===== src/hw/s16b_pkg.sv =====
// System 16B decode package with region roles, mapper page, reset map and bus types
`default_nettype none

package s16b_pkg;

    localparam int num_regions = 8;

    typedef logic [7:0]  page_t;     // CPU address bits 23:16
    typedef logic [15:0] word_t;
    typedef logic [2:0]  region_t;
    typedef logic [17:0] rom_addr_t; // ROM word address

    // Region roles, regions 0 to 2 hold program ROM
    localparam region_t reg_ram  = 3'd3;
    localparam region_t reg_oram = 3'd4;
    localparam region_t reg_vram = 3'd5; // Text and tile RAM
    localparam region_t reg_pal  = 3'd6;
    localparam region_t reg_io   = 3'd7;

    localparam page_t mapper_page = 8'hff;

    // Map after reset
    localparam page_t reset_base [num_regions] = '{
        8'h00, // ROM 0
        8'h08, // ROM 1
        8'h10, // ROM 2
        8'hc0, // Work RAM
        8'h44, // Object RAM
        8'h40, // Text/tile RAM
        8'h84, // Palette
        8'hc4  // Cabinet I/O
    };

    localparam page_t reset_mask [num_regions] = '{
        8'hf8,
        8'hf8,
        8'hf8,
        8'hff,
        8'hff,
        8'hfe, // Two pages, A16 picks text or tile
        8'hff,
        8'hff
    };

    localparam logic [7:0] io_idle = 8'hff; // Undriven cabinet lines read high

endpackage

`default_nettype wire


===== src/hw/cpu_bus_if.sv =====
// Captured CPU bus cycle from the select decoder to the cabinet I/O block
`default_nettype none

interface cpu_bus_if;
    import s16b_pkg::*;

    logic [23:1] addr;
    word_t       wdata;
    logic        rnw;
    logic        lds_wn; // Low only on a lower byte write
    logic        uds_wn; // Low only on an upper byte write

    modport source (
        output addr,
        output wdata,
        output rnw,
        output lds_wn,
        output uds_wn
    );

    modport sink (
        input addr,
        input wdata,
        input rnw,
        input lds_wn,
        input uds_wn
    );

endinterface

`default_nettype wire


===== src/hw/map_cfg_if.sv =====
// Mapper config bus from the register decoder to the region windows
`default_nettype none

interface map_cfg_if;
    import s16b_pkg::*;

    logic    we;    // One cycle per mapper write
    region_t idx;
    logic    field; // 0 base, 1 mask
    page_t   data;

    modport mapper (
        output we,
        output idx,
        output field,
        output data
    );

    modport window (
        input we,
        input idx,
        input field,
        input data
    );

endinterface

`default_nettype wire


===== src/hw/cab_io.sv =====
// Cabinet I/O with video control, tile bank and input read port
`default_nettype none

module cab_io (
    input  logic                 clk,
    input  logic                 rst,
    cpu_bus_if.sink              bus,
    input  logic                 io_cs,
    input  logic                 tbank_cs,
    input  logic [7:0]           joystick1,
    input  logic [7:0]           joystick2,
    input  logic [7:0]           start_button,
    input  logic [7:0]           coin_input,
    input  logic [7:0]           dipsw_a,
    input  logic [7:0]           dipsw_b,
    input  logic                 service,
    input  logic                 dip_test,
    output s16b_pkg::word_t      io_dout,
    output logic                 flip,
    output logic                 video_en,
    output logic [5:0]           tile_bank
);
    import s16b_pkg::*;

    logic [7:0] sort1;
    logic [7:0] sort2;
    logic [7:0] cab_nxt;

    // Board wiring of the stick and buttons
    function automatic logic [7:0] sort_joy(input logic [7:0] joy);
        sort_joy = {joy[1], joy[0], joy[3], joy[2], joy[7], joy[5], joy[4], joy[6]};
    endfunction

    assign sort1 = sort_joy(joystick1);
    assign sort2 = sort_joy(joystick2);

    always_comb begin
        cab_nxt = io_idle;
        case (bus.addr[13:12])
            2'd1: begin
                case (bus.addr[2:1])
                    2'd0:    cab_nxt = {2'b11, start_button[1:0], service, dip_test,
                                        coin_input[1:0]};
                    2'd1:    cab_nxt = sort1;
                    2'd3:    cab_nxt = sort2;
                    default: cab_nxt = io_idle; // Players 3 and 4 not fitted
                endcase
            end
            2'd2:    cab_nxt = bus.addr[1] ? dipsw_a : dipsw_b;
            default: cab_nxt = io_idle;
        endcase
    end

    always_ff @(posedge clk or posedge rst) begin
        if (rst) begin
            flip      <= 1'b0;
            video_en  <= 1'b1;
            tile_bank <= '0;
            io_dout   <= {8'hff, io_idle};
        end else begin
            if (io_cs && bus.rnw)
                io_dout <= {8'hff, cab_nxt};
            // Video control sits at offset 0
            if (io_cs && !bus.lds_wn && bus.addr[13:12] == 2'd0) begin
                flip     <= bus.wdata[6];
                video_en <= bus.wdata[5];
            end
            if (tbank_cs && !bus.lds_wn) begin
                if (bus.addr[1])
                    tile_bank[5:3] <= bus.wdata[2:0];
                else
                    tile_bank[2:0] <= bus.wdata[2:0];
            end
        end
    end

endmodule

`default_nettype wire


===== src/hw/mapper_regs.sv =====
// Mapper register decode, turns writes to the mapper page into window config updates
`default_nettype none

module mapper_regs (
    input  logic                 clk,
    input  logic                 rst,
    input  logic                 as_n,
    input  logic                 rnw,
    input  logic                 lds_n,
    input  logic [23:1]          addr,
    input  s16b_pkg::word_t      wdata,
    map_cfg_if.mapper            cfg,
    output logic                 map_ack
);
    import s16b_pkg::*;

    logic as_prev;

    // Start of a byte write to the mapper page
    assign map_ack = as_prev && !as_n && !rnw && !lds_n && addr[23:16] == mapper_page;

    always_ff @(posedge clk or posedge rst) begin
        if (rst) begin
            as_prev <= 1'b1;
            cfg.we  <= 1'b0;
        end else begin
            as_prev <= as_n;
            cfg.we  <= map_ack;
        end
    end

    always_ff @(posedge clk) begin
        if (map_ack) begin
            cfg.idx   <= addr[4:2];
            cfg.field <= addr[1];    // Odd word selects the mask
            cfg.data  <= wdata[7:0];
        end
    end

    // One config update per bus cycle at most
    a_one_we_per_cycle: assert property (
        @(posedge clk) disable iff (rst)
        cfg.we |=> (!cfg.we until as_n)
    ) else $error("mapper write pulsed twice in one bus cycle");

endmodule

`default_nettype wire


===== src/hw/region_window.sv =====
// Mapper region window, matches the bus page against a programmable base and mask
`default_nettype none

module region_window #(
    parameter s16b_pkg::region_t idx = '0
) (
    input  logic                 clk,
    input  logic                 rst,
    map_cfg_if.window            cfg,
    input  s16b_pkg::page_t      page,
    output logic                 hit
);
    import s16b_pkg::*;

    page_t base;
    page_t mask;

    always_ff @(posedge clk or posedge rst) begin
        if (rst) begin
            base <= reset_base[idx];
            mask <= reset_mask[idx];
        end else if (cfg.we && cfg.idx == idx) begin
            if (cfg.field)
                mask <= cfg.data;
            else
                base <= cfg.data;
        end
    end

    // Masked-out bits are don't care
    assign hit = ((page ^ base) & mask) == '0;

    // A ROM window with an empty mask would swallow the whole map
    a_rom_mask_nonzero: assert property (
        @(posedge clk) disable iff (rst)
        (idx < reg_ram && cfg.we && cfg.idx == idx && cfg.field) |-> cfg.data != '0
    ) else $error("zero mask written to ROM region %0d", idx);

endmodule

`default_nettype wire


===== src/hw/s16b_main.sv =====
// System 16B main board decode and I/O top level
`default_nettype none

module s16b_main (
    input  logic                 clk,
    input  logic                 rst,
    // CPU bus
    input  logic                 as_n,
    input  logic                 uds_n,
    input  logic                 lds_n,
    input  logic                 rnw,
    input  logic [23:1]          addr,
    input  s16b_pkg::word_t      wdata,
    output s16b_pkg::word_t      cpu_din,
    output logic                 dtack_n,
    // Program ROM
    output logic                 rom_cs,
    output s16b_pkg::rom_addr_t  rom_addr,
    input  s16b_pkg::word_t      rom_data,
    input  logic                 rom_ok,
    // Work RAM and tile RAM
    output logic                 ram_cs,
    output logic                 vram_cs,
    input  s16b_pkg::word_t      ram_data,
    input  logic                 ram_ok,
    // Video memories
    output logic                 char_cs,
    output logic                 pal_cs,
    output logic                 objram_cs,
    input  s16b_pkg::word_t      char_dout,
    input  s16b_pkg::word_t      pal_dout,
    input  s16b_pkg::word_t      obj_dout,
    // Cabinet
    input  logic [7:0]           joystick1,
    input  logic [7:0]           joystick2,
    input  logic [7:0]           start_button,
    input  logic [7:0]           coin_input,
    input  logic [7:0]           dipsw_a,
    input  logic [7:0]           dipsw_b,
    input  logic                 service,
    input  logic                 dip_test,
    output logic                 flip,
    output logic                 video_en,
    output logic [5:0]           tile_bank
);
    import s16b_pkg::*;

    logic [num_regions-1:0] hits;
    logic                   map_ack;
    logic                   io_cs;
    logic                   tbank_cs;
    word_t                  io_dout;

    map_cfg_if cfg_if ();
    cpu_bus_if bus_if ();

    mapper_regs u_mapper (
        .clk     (clk),
        .rst     (rst),
        .as_n    (as_n),
        .rnw     (rnw),
        .lds_n   (lds_n),
        .addr    (addr),
        .wdata   (wdata),
        .cfg     (cfg_if.mapper),
        .map_ack (map_ack)
    );

    for (genvar i = 0; i < num_regions; i++) begin : g_win
        region_window #(
            .idx (region_t'(i))
        ) u_win (
            .clk  (clk),
            .rst  (rst),
            .cfg  (cfg_if.window),
            .page (addr[23:16]),
            .hit  (hits[i])
        );
    end

    sel_decoder u_dec (
        .clk       (clk),
        .rst       (rst),
        .as_n      (as_n),
        .uds_n     (uds_n),
        .lds_n     (lds_n),
        .rnw       (rnw),
        .addr      (addr),
        .wdata     (wdata),
        .hits      (hits),
        .map_ack   (map_ack),
        .rom_ok    (rom_ok),
        .ram_ok    (ram_ok),
        .rom_data  (rom_data),
        .ram_data  (ram_data),
        .char_dout (char_dout),
        .pal_dout  (pal_dout),
        .obj_dout  (obj_dout),
        .io_dout   (io_dout),
        .rom_cs    (rom_cs),
        .ram_cs    (ram_cs),
        .vram_cs   (vram_cs),
        .char_cs   (char_cs),
        .pal_cs    (pal_cs),
        .objram_cs (objram_cs),
        .io_cs     (io_cs),
        .tbank_cs  (tbank_cs),
        .rom_addr  (rom_addr),
        .cpu_din   (cpu_din),
        .dtack_n   (dtack_n),
        .bus       (bus_if.source)
    );

    cab_io u_io (
        .clk          (clk),
        .rst          (rst),
        .bus          (bus_if.sink),
        .io_cs        (io_cs),
        .tbank_cs     (tbank_cs),
        .joystick1    (joystick1),
        .joystick2    (joystick2),
        .start_button (start_button),
        .coin_input   (coin_input),
        .dipsw_a      (dipsw_a),
        .dipsw_b      (dipsw_b),
        .service      (service),
        .dip_test     (dip_test),
        .io_dout      (io_dout),
        .flip         (flip),
        .video_en     (video_en),
        .tile_bank    (tile_bank)
    );

endmodule

`default_nettype wire


===== src/hw/sel_decoder.sv =====
// Chip select decoder with ROM banking, registered read mux and bus acknowledge
`default_nettype none

module sel_decoder (
    input  logic                           clk,
    input  logic                           rst,
    input  logic                           as_n,
    input  logic                           uds_n,
    input  logic                           lds_n,
    input  logic                           rnw,
    input  logic [23:1]                    addr,
    input  s16b_pkg::word_t                wdata,
    input  logic [s16b_pkg::num_regions-1:0] hits,
    input  logic                           map_ack,
    input  logic                           rom_ok,
    input  logic                           ram_ok,
    input  s16b_pkg::word_t                rom_data,
    input  s16b_pkg::word_t                ram_data,
    input  s16b_pkg::word_t                char_dout,
    input  s16b_pkg::word_t                pal_dout,
    input  s16b_pkg::word_t                obj_dout,
    input  s16b_pkg::word_t                io_dout,
    output logic                           rom_cs,
    output logic                           ram_cs,
    output logic                           vram_cs,
    output logic                           char_cs,
    output logic                           pal_cs,
    output logic                           objram_cs,
    output logic                           io_cs,
    output logic                           tbank_cs,
    output s16b_pkg::rom_addr_t            rom_addr,
    output s16b_pkg::word_t                cpu_din,
    output logic                           dtack_n,
    cpu_bus_if.source                      bus
);
    import s16b_pkg::*;

    logic    as_prev;
    logic    any_hit;
    region_t win;
    logic    io_dly;  // I/O needs one extra cycle
    logic    ack;
    word_t   din_nxt;

    // Lowest numbered window wins
    always_comb begin
        win     = '0;
        any_hit = 1'b0;
        for (int i = num_regions - 1; i >= 0; i--) begin
            if (hits[i]) begin
                win     = region_t'(i);
                any_hit = 1'b1;
            end
        end
        if (addr[23:16] == mapper_page)
            any_hit = 1'b0; // Mapper registers live here
    end

    // Latch the bus at the start of each cycle
    always_ff @(posedge clk) begin
        if (as_prev && !as_n) begin
            bus.addr   <= addr;
            bus.wdata  <= wdata;
            bus.rnw    <= rnw;
            bus.lds_wn <= rnw | lds_n;
            bus.uds_wn <= rnw | uds_n;
        end
    end

    always_ff @(posedge clk or posedge rst) begin
        if (rst) begin
            rom_cs    <= 1'b0;
            ram_cs    <= 1'b0;
            vram_cs   <= 1'b0;
            char_cs   <= 1'b0;
            pal_cs    <= 1'b0;
            objram_cs <= 1'b0;
            io_cs     <= 1'b0;
            tbank_cs  <= 1'b0;
        end else if (as_n) begin
            rom_cs    <= 1'b0;
            ram_cs    <= 1'b0;
            vram_cs   <= 1'b0;
            char_cs   <= 1'b0;
            pal_cs    <= 1'b0;
            objram_cs <= 1'b0;
            io_cs     <= 1'b0;
            tbank_cs  <= 1'b0;
        end else begin
            rom_cs    <= any_hit && win < reg_ram && rnw;
            tbank_cs  <= any_hit && win == region_t'(2) && !rnw; // Tile bank sits on ROM 2
            ram_cs    <= any_hit && win == reg_ram;
            vram_cs   <= any_hit && win == reg_vram && !addr[16];
            char_cs   <= any_hit && win == reg_vram && addr[16];
            objram_cs <= any_hit && win == reg_oram;
            pal_cs    <= any_hit && win == reg_pal;
            io_cs     <= any_hit && win == reg_io;
        end
    end

    // 512kB of ROM, region bit 0 picks the half
    always_ff @(posedge clk) begin
        if (!as_n)
            rom_addr <= {win[0], addr[17:1]};
    end

    always_comb begin
        ack     = 1'b0;
        din_nxt = cpu_din;
        if (rom_cs && rom_ok) begin
            ack     = 1'b1;
            din_nxt = rom_data; // No decryption
        end else if ((ram_cs || vram_cs) && ram_ok) begin
            ack     = 1'b1;
            din_nxt = ram_data;
        end else if (char_cs) begin
            ack     = 1'b1;
            din_nxt = char_dout;
        end else if (pal_cs) begin
            ack     = 1'b1;
            din_nxt = pal_dout;
        end else if (objram_cs) begin
            ack     = 1'b1;
            din_nxt = obj_dout;
        end else if (io_cs && io_dly) begin
            ack     = 1'b1;
            din_nxt = io_dout;
        end else if (tbank_cs || map_ack) begin
            ack     = 1'b1; // Write only
        end
    end

    // Data is captured with the acknowledge and held to the end of the cycle
    always_ff @(posedge clk or posedge rst) begin
        if (rst) begin
            as_prev <= 1'b1;
            io_dly  <= 1'b0;
            dtack_n <= 1'b1;
            cpu_din <= 16'hffff;
        end else begin
            as_prev <= as_n;
            io_dly  <= io_cs;
            if (as_n) begin
                dtack_n <= 1'b1;
            end else if (dtack_n && ack) begin
                dtack_n <= 1'b0;
                cpu_din <= din_nxt;
            end
        end
    end

    a_cs_onehot: assert property (
        @(posedge clk) disable iff (rst)
        $onehot0({rom_cs, ram_cs, vram_cs, char_cs, pal_cs, objram_cs, io_cs, tbank_cs})
    ) else $error("more than one chip select active");

endmodule

`default_nettype wire


===== config.mk =====
export PLATFORM = sky130hd
export DESIGN_NAME = s16b_main
export DESIGN_NICKNAME = d
export VERILOG_FILES = /design/src/hw/s16b_pkg.sv /design/src/hw/cpu_bus_if.sv /design/src/hw/map_cfg_if.sv /design/src/hw/cab_io.sv /design/src/hw/mapper_regs.sv /design/src/hw/region_window.sv /design/src/hw/s16b_main.sv /design/src/hw/sel_decoder.sv
export SDC_FILE = /design/constraint.sdc
export NUM_CORES = 1
export LEC_CHECK = 0
export ABC_AREA = 1
export BUFFER_PORTS_ARGS = -buffer_cell sky130_fd_sc_hd__buf_4
export CORE_ASPECT_RATIO = 1.2
export CORE_MARGIN = 1.5
export CORE_UTILIZATION = 56
export CTS_BUF_LIST = sky130_fd_sc_hd__clkbuf_2
export DETAILED_ROUTE_END_ITERATION = 6
export HOLD_SLACK_MARGIN = 0.03
export PLACE_DENSITY = 0.82
export SYNTH_ARGS = -nofsm -noshare
export SYNTH_HDL_FRONTEND = slang
export SYNTH_SLANG_ARGS = --single-unit

===== constraint.sdc =====
create_clock -name clk -period 6.85 [get_ports clk]
set_input_delay 0.3425 -clock clk [delete_from_list [all_inputs] [get_ports clk]]
set_output_delay 0.3425 -clock clk [all_outputs]
set_load 0.02 [all_outputs]

==> results of run 1 <==
critical path: cells and delay by family, from the launching register on:
family,cells,cell delay [ns]
compound gates,3,0.40
simple gates,3,0.57
buf+inv,3,1.34
flops,1,0.84
cell usage after synthesis, types with 2 or more instances:
library cell  instances  area [µm²]
a21oi_1              24         120
a31oi_1               3        18.8
a32oi_1               6        52.6
buf_1                 2        7.51
buf_2                 5        25.0
buf_4                 4        30.0
buf_6                 5        56.3
clkbuf_1             36         135
dfrtp_1              79        1980
dfstp_2              93        2440
edfxtp_1             41        1230
ha_1                  3        37.5
inv_1                65         244
inv_2                 5        18.8
mux2_2                2        22.5
mux2i_1               2        20.0
nand2_1             332        1250
nand2_2               9        56.3
nand3_1              55         275
nand3_2               2        20.0
nand4_1               2        12.5
nor2_1               84         315
nor2_2                4        25.0
o211ai_1             18         135
o21a_1               10        75.1
o21ai_0             173         866
o21ai_1              10        50.1
o221ai_1              4        35.0
o22ai_1              15        93.8
o31ai_1               2        15.0
or2_1                16         100
or2_2                 7        43.8
xor2_1                4        35.0
xor2_2                3        48.8
metal layers:
layer | routed length, µm | vias to the layer above
met5 | 0 | -
met4 | 1320 | 0
met3 | 2310 | 98
met2 | 14300 | 436
met1 | 11000 | 4298
li1 | - | 4384
layout make-up:
cell class	instances	area [µm²]	area share, %
inverter	71	272	2.11
antenna	2	5.00	0.0389
tap	220	275	2.14
timing repair buffer	292	2400	18.7
multi-input combinational	799	3810	29.6
clock inverter	12	46.3	0.360
sequential	213	5650	43.9
clock buffer	81	405	3.15
state kept, by name, summed over array words and instances (netlist names), 3 cells and up:
signal and cells:
u_io.tile_bank 6, u_io.io_dout 8, u_dec.bus.addr 4, u_dec.bus.wdata 5, u_mapper.cfg.data 8, g_win.u_win.mask 64, g_win.u_win.base 64, u_dec.rom_addr 18
u_dec.cpu_din 16, u_mapper.cfg.idx 3
logic make-up (layout without fill, tap and decap cells):
group	count (synthesis)	after routing	synth area share, %
and+or+nand+nor	518	518	21.6
AOI/OAI and AO/OA	267	267	14.9
DFF	213	213	56.6
buffers and inverters	123	456	5.22
xor gates and xnor gates	7	7	0.840
muxes	4	4	0.426
adders and majority gates	3	3	0.376
other	0	2	0
power by group:
group | leakage [µW] | internal, µW | switching, µW
Combinational | 0.00288 | 151 | 152
Clock | 0.000360 | 310 | 505
Sequential | 0.00246 | 1340 | 20.2
metrics by stage:
step	instances	hold WS, ns	instance area [µm²]	setup WS (ns)	utilization [%]
2_1_floorplan	1135	0.347	9980	2.00	-
3_3_place_gp	1510	0.452	11600	4.26	66.1
3_5_place_dp	1510	0.460	11600	4.25	66.1
4_1_cts	1688	0.0886	12900	3.76	73.5
5_1_grt	1690	0.0951	12900	3.42	73.5
6_report	1690	0.156	12900	3.63	73.5
worst max-delay path by stage:
stage | to | from | cells after the start
after floorplan | g_win[0].u_win.base[0] | rst | 1
final | u_dec.cpu_din[7] | u_dec.char_cs | 9
after detailed placement | u_dec.cpu_din[3] | rom_ok | 9
after global routing | u_dec.cpu_din[7] | u_dec.rom_cs | 9
after CTS | u_dec.cpu_din[3] | u_dec.rom_cs | 9
after global placement | u_dec.cpu_din[3] | rom_ok | 9
==> results.txt, run 1 <==
DP HPWL -> 17.9 mm
Clk slew on worst S/H paths -> 0.11 ns
Syn nets -> 1315
Syn Area/Cell -> 8.79 µm²
Final setup vio count -> 0
CP required -> 7.57 ns
Initial DRT Pass Iterations -> 5
Hold Buf Count CTS -> 85
Top-level I/O count -> 226
EDFF count, synth -> 41
Final-report hold violation count -> 0
Layout cells sized above 1 -> 28.9%
H-tree Lvls -> 2
Routed vias -> 9216
Worst-Margin Slew -> 1.06 ns
Final number of max-transition violations -> 0
Vias per Instance -> 5.45
R2R setup slack -> 3.63 ns
Initial Utilization -> 57.0%
Grt met2 use -> 54.3%
Maximum vdd drop -> 117 µV
Vias in the first global route -> 8898
Die Y -> 149 µm
Site Rows -> 53
GR peak layer -> met2
Hold Crit Depth -> 5
CP Launch Type -> flop
Worst Skew -> 0.0546 ns
Die footprint -> 18600 µm²
Final ANT Viol Nets -> 0
Max-slew headroom -> 29.3%
Postcts setup bufs -> 0
Async S/R FF share, synth -> 80.8%
Initial drt markers -> 663
Grt met3 use -> 6.96%
CTS root buffer -> clkbuf_2
Unique masters post-synth -> 44
Met1 Use GR -> 36.7%
Crit. End Element -> flop
Worst Path Arrival -> 3.94 ns
Synth Instances -> 1135
Max_cap viols -> 0
Post_cts resized -> 0
RR Startpoint -> u_dec.char_cs
TNS Setup -> 0 ns
Crit Reg-Reg Endpoint -> u_dec.cpu_din[7]
Routability cong. -> 0.930
Core area -> 17500 µm²
#FFs+latches synth -> 213
Cts bufs inserted -> 51
Crit-path cells -> inv_1 -> nand2_1 -> a211oi_2 -> nand2_1 -> nand3_2 -> inv_2 -> o21ai_0 -> o21ai_0 -> dlygate4sd3_1
Status -> complete, no violations
Most frequent cells in the layout -> nand2_1 (332), buf_4 (207), o21ai_0 (173)
TritonCTS Sinks -> 213
Final net count -> 1608
RSZ-0062 raised after global routing -> false
First-pass GRT wire length -> 45.7 mm
Post-synthesis sequential area ratio -> 56.6%
Clock network latency to the later pin of the worst-skew pair -> 0.80 ns
Total GRT Usage -> 31.3%
Filler cells -> 1310
Tot Pwr -> 2480 µW
Initial antenna violation count -> 2
PwrDens -> 193 nW/µm²
CTS tree -> done
Port Buffers -> 204
CP max FO -> 22
Max incr delay on CP -> 0.84 ns
Residual DRC -> 0
Clock Tree Buf Depth -> 3
Most common cell after layout, fill and taps aside -> nand2_1
F_max -> 310 MHz
Largest net degree at the start of global routing -> 108
Ys Warns -> 0
R2R depth -> 9
Remaining global-route overflow -> 0
Leakage -> 0.00569 µW
Tcrit/Tclk final -> 47.1%
Area growth syn-to-layout -> 29.0%
WL/cell -> 17.1 µm
Cell area after synthesis -> 9980 µm²
Die Wd -> 125 µm
Min-delay src -> start_button[0]
Slowest-stage cell, CP -> dfrtp_1
Hold Crit Class -> primary input to flop
Hold endpoint -> u_io.io_dout[4]
Clock period minus worst slack -> 3.22 ns
Final WL -> 29.0 mm
Critical path class -> flop to flop
Synth Flop Type -> dfstp_2
(Power assumes the default switching activity.)
==> run 2: changes to the inputs <==
clock period = 3.4 ns   (was 6.85 ns; I/O delays follow)
==> results.txt, run 2 (same netlist as run 1, synthesis figures left out) <==
Filler cells -> 1306 (-0.31%)
Clock period minus worst slack -> 3.06 ns (-0.166 ns)
Min-delay src -> addr[5]
Area growth syn-to-layout -> 30.0%
Remaining global-route overflow -> 0 (unchanged)
CTS tree -> done
Initial DRT Pass Iterations -> 5 (unchanged)
Port Buffers -> 204 (unchanged)
Die Y -> 149 µm (unchanged)
RR Startpoint -> u_dec.char_cs
Crit Reg-Reg Endpoint -> u_dec.cpu_din[7]
WL/cell -> 17.5 µm (+1.8%)
TritonCTS Sinks -> 213 (unchanged)
F_max -> 327 MHz (+5.4%)
RSZ-0062 raised after global routing -> false
CP required -> 4.10 ns (-3.47 ns)
Top-level I/O count -> 226 (unchanged)
CTS root buffer -> clkbuf_2
Pre-CTS WS -> 0.889 ns (-3.36 ns)
CP max FO -> 22 (unchanged)
Final net count -> 1616 (+0.50%)
TNS Setup -> 0 ns (unchanged)
Maximum vdd drop -> 266 µV (+130%)
Max_cap viols -> 0 (unchanged)
Max-slew headroom -> 30.1% (+0.79 points)
Most common cell after layout, fill and taps aside -> nand2_1
Tcrit/Tclk final -> 90.0% (+43 points)
Leakage -> 0.00571 µW (+0.22%)
Critical path class -> flop to flop
Core area -> 17500 µm² (unchanged)
Vias in the first global route -> 9053 (+1.7%)
Crit path from -> u_dec.char_cs
Met1 Use GR -> 37.9% (+1.2 points)
Hold Crit Class -> primary input to flop
Final ANT Viol Nets -> 0 (unchanged)
Clock network latency to the later pin of the worst-skew pair -> 0.80 ns (about the same)
Hold slack -> 0.0851 ns (-0.0711 ns)
Final-report hold violation count -> 0 (unchanged)
Critical Path Sink -> u_dec.cpu_din[7]
Final WL -> 29.6 mm (+2.1%)
R2R depth -> 9 (unchanged)
Clock Tree Buf Depth -> 3 (unchanged)
Worst-Margin Slew -> 1.05 ns (-0.0129 ns)
Site Rows -> 53 (unchanged)
PwrDens -> 382 nW/µm² (+98%)
Setup ws final -> 0.341 ns (-3.28 ns)
Die footprint -> 18600 µm² (unchanged)
Crit. End Element -> flop
Status -> complete, no violations
R2R setup slack -> 0.34 ns (-3.28 ns)
Utilization after layout -> 74.1% (+0.54 points)
CP Launch Type -> flop
H-tree Lvls -> 2 (unchanged)
Clk slew on worst S/H paths -> 0.13 ns (+0.02 ns)
Final setup vio count -> 0 (unchanged)
First-pass GRT wire length -> 46.5 mm (+1.8%)
Tot Pwr -> 4960 µW (+100%)
Final number of max-transition violations -> 0 (unchanged)
Initial drt markers -> 723 (+9.0%)
Most frequent cells in the layout -> nand2_1 (332), buf_4 (208), o21ai_0 (173)
Cts bufs inserted -> 49 (-3.9%)
Die Wd -> 125 µm (unchanged)
Worst Path Arrival -> 3.75 ns (-0.19 ns)
Largest net degree at the start of global routing -> 79 (-27%)
Layout cells sized above 1 -> 28.8% (-0.098 points)
Grt met3 use -> 6.67% (-0.29 points)
Total GRT Usage -> 31.8% (+0.56 points)
Initial antenna violation count -> 1 (-1)
Routability cong. -> 0.961 (+3.4%)
Residual DRC -> 0 (unchanged)
Worst Skew -> 0.0412 ns (-0.0134 ns)
DP HPWL -> 18.7 mm (+4.5%)
Grt met2 use -> 53.6% (-0.74 points)
Initial Utilization -> 57.0% (unchanged)
Vias per Instance -> 5.51 (+1.0%)
Routed vias -> 9340 (+1.3%)
GR peak layer -> met2
Top Registers -> g_win.u_win.base x64, g_win.u_win.mask x64, u_dec.rom_addr x18
Postcts setup bufs -> 0 (unchanged)
[run 2: worst max-delay path, cell delays in order (launching register included)]
cell and delay (ns):
dfrtp_2 0.65, inv_1 0.27, nand2_1 0.15, a211oi_2 0.05, nand2_1 0.09, nand3_2 0.32, inv_2 0.40, o21ai_0 0.20
dlygate4sd3_1 0.61, o21ai_0 0.20
[run 2: power by group]
group	total (µW)	internal (µW)	switching, µW
clock	1590	597	993
sequential	2750	2700	44.8
combinational	616	306	309
total	4960	3610	1350
[run 2: area by class of cell]
cell class / instances / area [µm²] / share of cell area, %
Tap cell: 220 / 275 / 2.12
Clock buffer: 78 / 390 / 3.01
Inverter: 71 / 270 / 2.08
Multi-Input combinational cell: 799 / 3810 / 29.4
Antenna cell: 2 / 5.00 / 0.0386
Sequential cell: 213 / 5650 / 43.6
Clock inverter: 10 / 37.5 / 0.289
Timing Repair Buffer: 302 / 2520 / 19.5
[run 2: worst min path at each step]
stage,end,cells after the start
floorplan,u_dec.as_prev,0
global placement,u_dec.as_prev,1
detailed placement,u_dec.as_prev,1
CTS,u_dec.rom_addr[9],2
global route,u_mapper.cfg.data[7],2
finish,u_dec.rom_addr[4],2
[run 2: routing by layer]
layer / vias to the layer above / share of wire (%) / wire (µm)
met5: - / 0 / 0
met4: 0 / 5.5 / 1620
met3: 115 / 7.2 / 2140
met2: 441 / 49 / 14500
met1: 4391 / 38 / 11300
li1: 4393 / - / -
[run 2: repair_timing]
| action | in CTS | in global routing |
|---|---|---|
| hold buffers | 92 | 0 |
| endpoints found under the hold margin | 106 | 0 |
| resized for setup | 0 | 1 |
| endpoints found under the setup margin | 0 | 2 |
[run 2: stage by stage]
stage | std cells | instance area [µm²]
after detailed placement | 1513 | 11600
final | 1695 | 13000
after floorplan | 1135 | 9980
after global placement | 1513 | 11600
after global routing | 1694 | 13000
after CTS | 1693 | 13000
==> run 3: changes to the inputs <==
PLACE_DENSITY = not set   (was 0.82)
PLACE_DENSITY_LB_ADDON = 0.15   (was not set)
==> results.txt, run 3 (same netlist as run 1, synthesis figures left out) <==
Status -> finished, violations left
Failing checks -> DRC
Core area -> 17500 µm² (unchanged)
Hold slack -> 0.0741 ns (-0.0110 ns)
Vias in the first global route -> 8881 (-1.9%)
Routed vias -> 9077 (-2.8%)
Most frequent cells in the layout -> nand2_1 (332), buf_4 (207), o21ai_0 (173)
Worst Skew -> 0.0352 ns (-0.00603 ns)
Worst Path Arrival -> 3.92 ns (+0.17 ns)
Die footprint -> 18600 µm² (unchanged)
CP Buf/Inv Count -> 3 (unchanged)
Port Buffers -> 204 (unchanged)
Final number of max-transition violations -> 0 (unchanged)
Clock period minus worst slack -> 3.22 ns (+0.159 ns)
Most common cell after layout, fill and taps aside -> nand2_1
Critical path class -> flop to flop
Cell family contributing the most delay on the critical path -> buffers and inverters
CTS tree -> done
Slowest-stage cell, CP -> dlygate4sd3_1
Die Y -> 149 µm (unchanged)
Final WL -> 28.9 mm (-2.4%)
TritonCTS Sinks -> 213 (unchanged)
Tcrit/Tclk final -> 94.6% (+4.7 points)
Routability cong. -> 0.931 (-3.1%)
Final ANT Viol Nets -> 0 (unchanged)
Top Registers -> g_win.u_win.base x64, g_win.u_win.mask x64, u_dec.rom_addr x18
Cts bufs inserted -> 51 (+4.1%)
Final net count -> 1612 (-0.25%)
Max_cap viols -> 0 (unchanged)
DP HPWL -> 18.0 mm (-3.5%)
Crit Reg-Reg Endpoint -> u_dec.cpu_din[3]
Worst-Margin Slew -> 0.903 ns (-0.143 ns)
CP Launch Type -> flop
Leakage -> 0.00572 µW (+0.26%)
Crit-path cells -> nand2_1 -> inv_1 -> a211oi_2 -> nand2_1 -> nand3_2 -> inv_2 -> o21ai_0 -> o21ai_0 -> dlygate4sd3_1
Crit. End Element -> flop
Final-report hold violation count -> 0 (unchanged)
Initial drt markers -> 646 (-11%)
Final setup vio count -> 0 (unchanged)
Final Instance Area -> 12900 µm² (-0.24%)
Max-slew headroom -> 39.7% (+9.5 points)
Placed inst area -> 11600 µm² (about the same)
First-pass GRT wire length -> 45.8 mm (-1.5%)
F_max -> 311 MHz (-4.9%)
Total GRT Usage -> 31.2% (-0.58 points)
R2R setup slack -> 0.18 ns (-0.16 ns)
Max incr delay on CP -> 0.57 ns (-0.08 ns)
TNS Setup -> 0 ns (unchanged)
Site Rows -> 53 (unchanged)
Crit path from -> u_dec.rom_cs
Critical Path Sink -> u_dec.cpu_din[3]
Top-level I/O count -> 226 (unchanged)
Remaining global-route overflow -> 0 (unchanged)
CP max FO -> 21 (-4.5%)
Largest net degree at the start of global routing -> 86 (+8.9%)
Clock Tree Buf Depth -> 3 (unchanged)
PwrDens -> 386 nW/µm² (+1.1%)
CTS root buffer -> clkbuf_2
Initial antenna violation count -> 2 (+1)
Area growth syn-to-layout -> 29.7%
H-tree Lvls -> 2 (unchanged)
Initial Utilization -> 57.0% (unchanged)
CP required -> 4.10 ns (about the same)
Layout cells sized above 1 -> 29.3% (+0.52 points)
WL/cell -> 17.0 µm (-2.3%)
Vias per Instance -> 5.36 (-2.7%)
Worst path depth -> 9 (unchanged)
Hold Crit Class -> primary input to flop
Residual DRC -> 1 (+1)
RR Startpoint -> u_dec.rom_cs
Maximum vdd drop -> 266 µV (-0.29%)
Die Wd -> 125 µm (unchanged)
Clk slew on worst S/H paths -> 0.11 ns (-0.02 ns)
R2R depth -> 9 (unchanged)
Initial DRT Pass Iterations -> 7 (+2)
RSZ-0062 raised after global routing -> false
Clock network latency to the later pin of the worst-skew pair -> 0.78 ns (-0.02 ns)
## run 3: changes by cell type in the layout (fill, tap and decap cells not counted)
cell | previous run | this run
clkbuf_2 | 78 | 87
dlygate4sd3_1 | 92 | 87
clkinv_1 | 10 | 6
buf_4 | 208 | 207
inv_2 | 6 | 5
## run 3: repair_timing
item / CTS / global route
hold buffers: 87 / 0
endpoints found under the hold margin: 122 / 0
setup endpoints to repair: 0 / 1
buffers inserted: 0 / 0
gates resized for setup: 0 / 1
## run 3: worst min path at each step
stage | slack, ns | from | endpoint | depth (start not counted)
floorplan | 0.17 | as_n | u_dec.as_prev | 0
CTS | 0.04 | addr[22] | u_dec.objram_cs | 7
global placement | 0.30 | as_n | u_dec.as_prev | 1
finish | 0.07 | addr[22] | u_dec.objram_cs | 7
detailed placement | 0.30 | as_n | u_dec.as_prev | 1
global route | 0.05 | addr[10] | u_dec.rom_addr[9] | 2
## run 3: layout make-up
cell class | instances | area, µm²
diodes | 2 | 5.00
clock inverters | 5 | 18.8
fillers | 1340 | 4570
flip-flops and latches | 213 | 5650
inverters | 71 | 270
multi-input cells | 799 | 3810
well taps | 220 | 275
repair buffers | 296 | 2460
clock buffers | 87 | 435
## run 3: worst register-to-register path: stages (launching register included)
cell           delay, ns
dfrtp_1             0.37
nand2_1             0.42
inv_1               0.53
a211oi_2            0.10
nand2_1             0.09
nand3_2             0.30
inv_2               0.39
o21ai_0             0.18
o21ai_0             0.21
dlygate4sd3_1       0.57
## run 3: power by group
part | leakage, µW | switching [µW] | internal, µW | total [µW]
registers | 0.00245 | 38.3 | 2700 | 2740
logic | 0.00290 | 307 | 309 | 617
clock network | 0.000369 | 985 | 654 | 1640
total | 0.00572 | 1330 | 3670 | 5000
## run 3: metrics by stage
stage	instances	power, µW	worst slack [ns]	util [%]
after detailed placement	1512	3300	0.859	66.3
after global routing	1693	5210	0.00529	73.9
after floorplan	1135	3010	1.11	-
after global placement	1512	3290	0.929	66.3
final	1693	5000	0.183	73.9
after CTS	1691	5010	0.340	73.9
## run 3: metal layers
metal / GRT usage, % / vias to the layer above / wire [µm]
met3: 5.49 / 93 / 2030
met5: 0 / - / 0
met4: 15.9 / 0 / 1360
met1: 37.9 / 4205 / 11200
li1: - / 4391 / -
met2: 54.0 / 388 / 14200
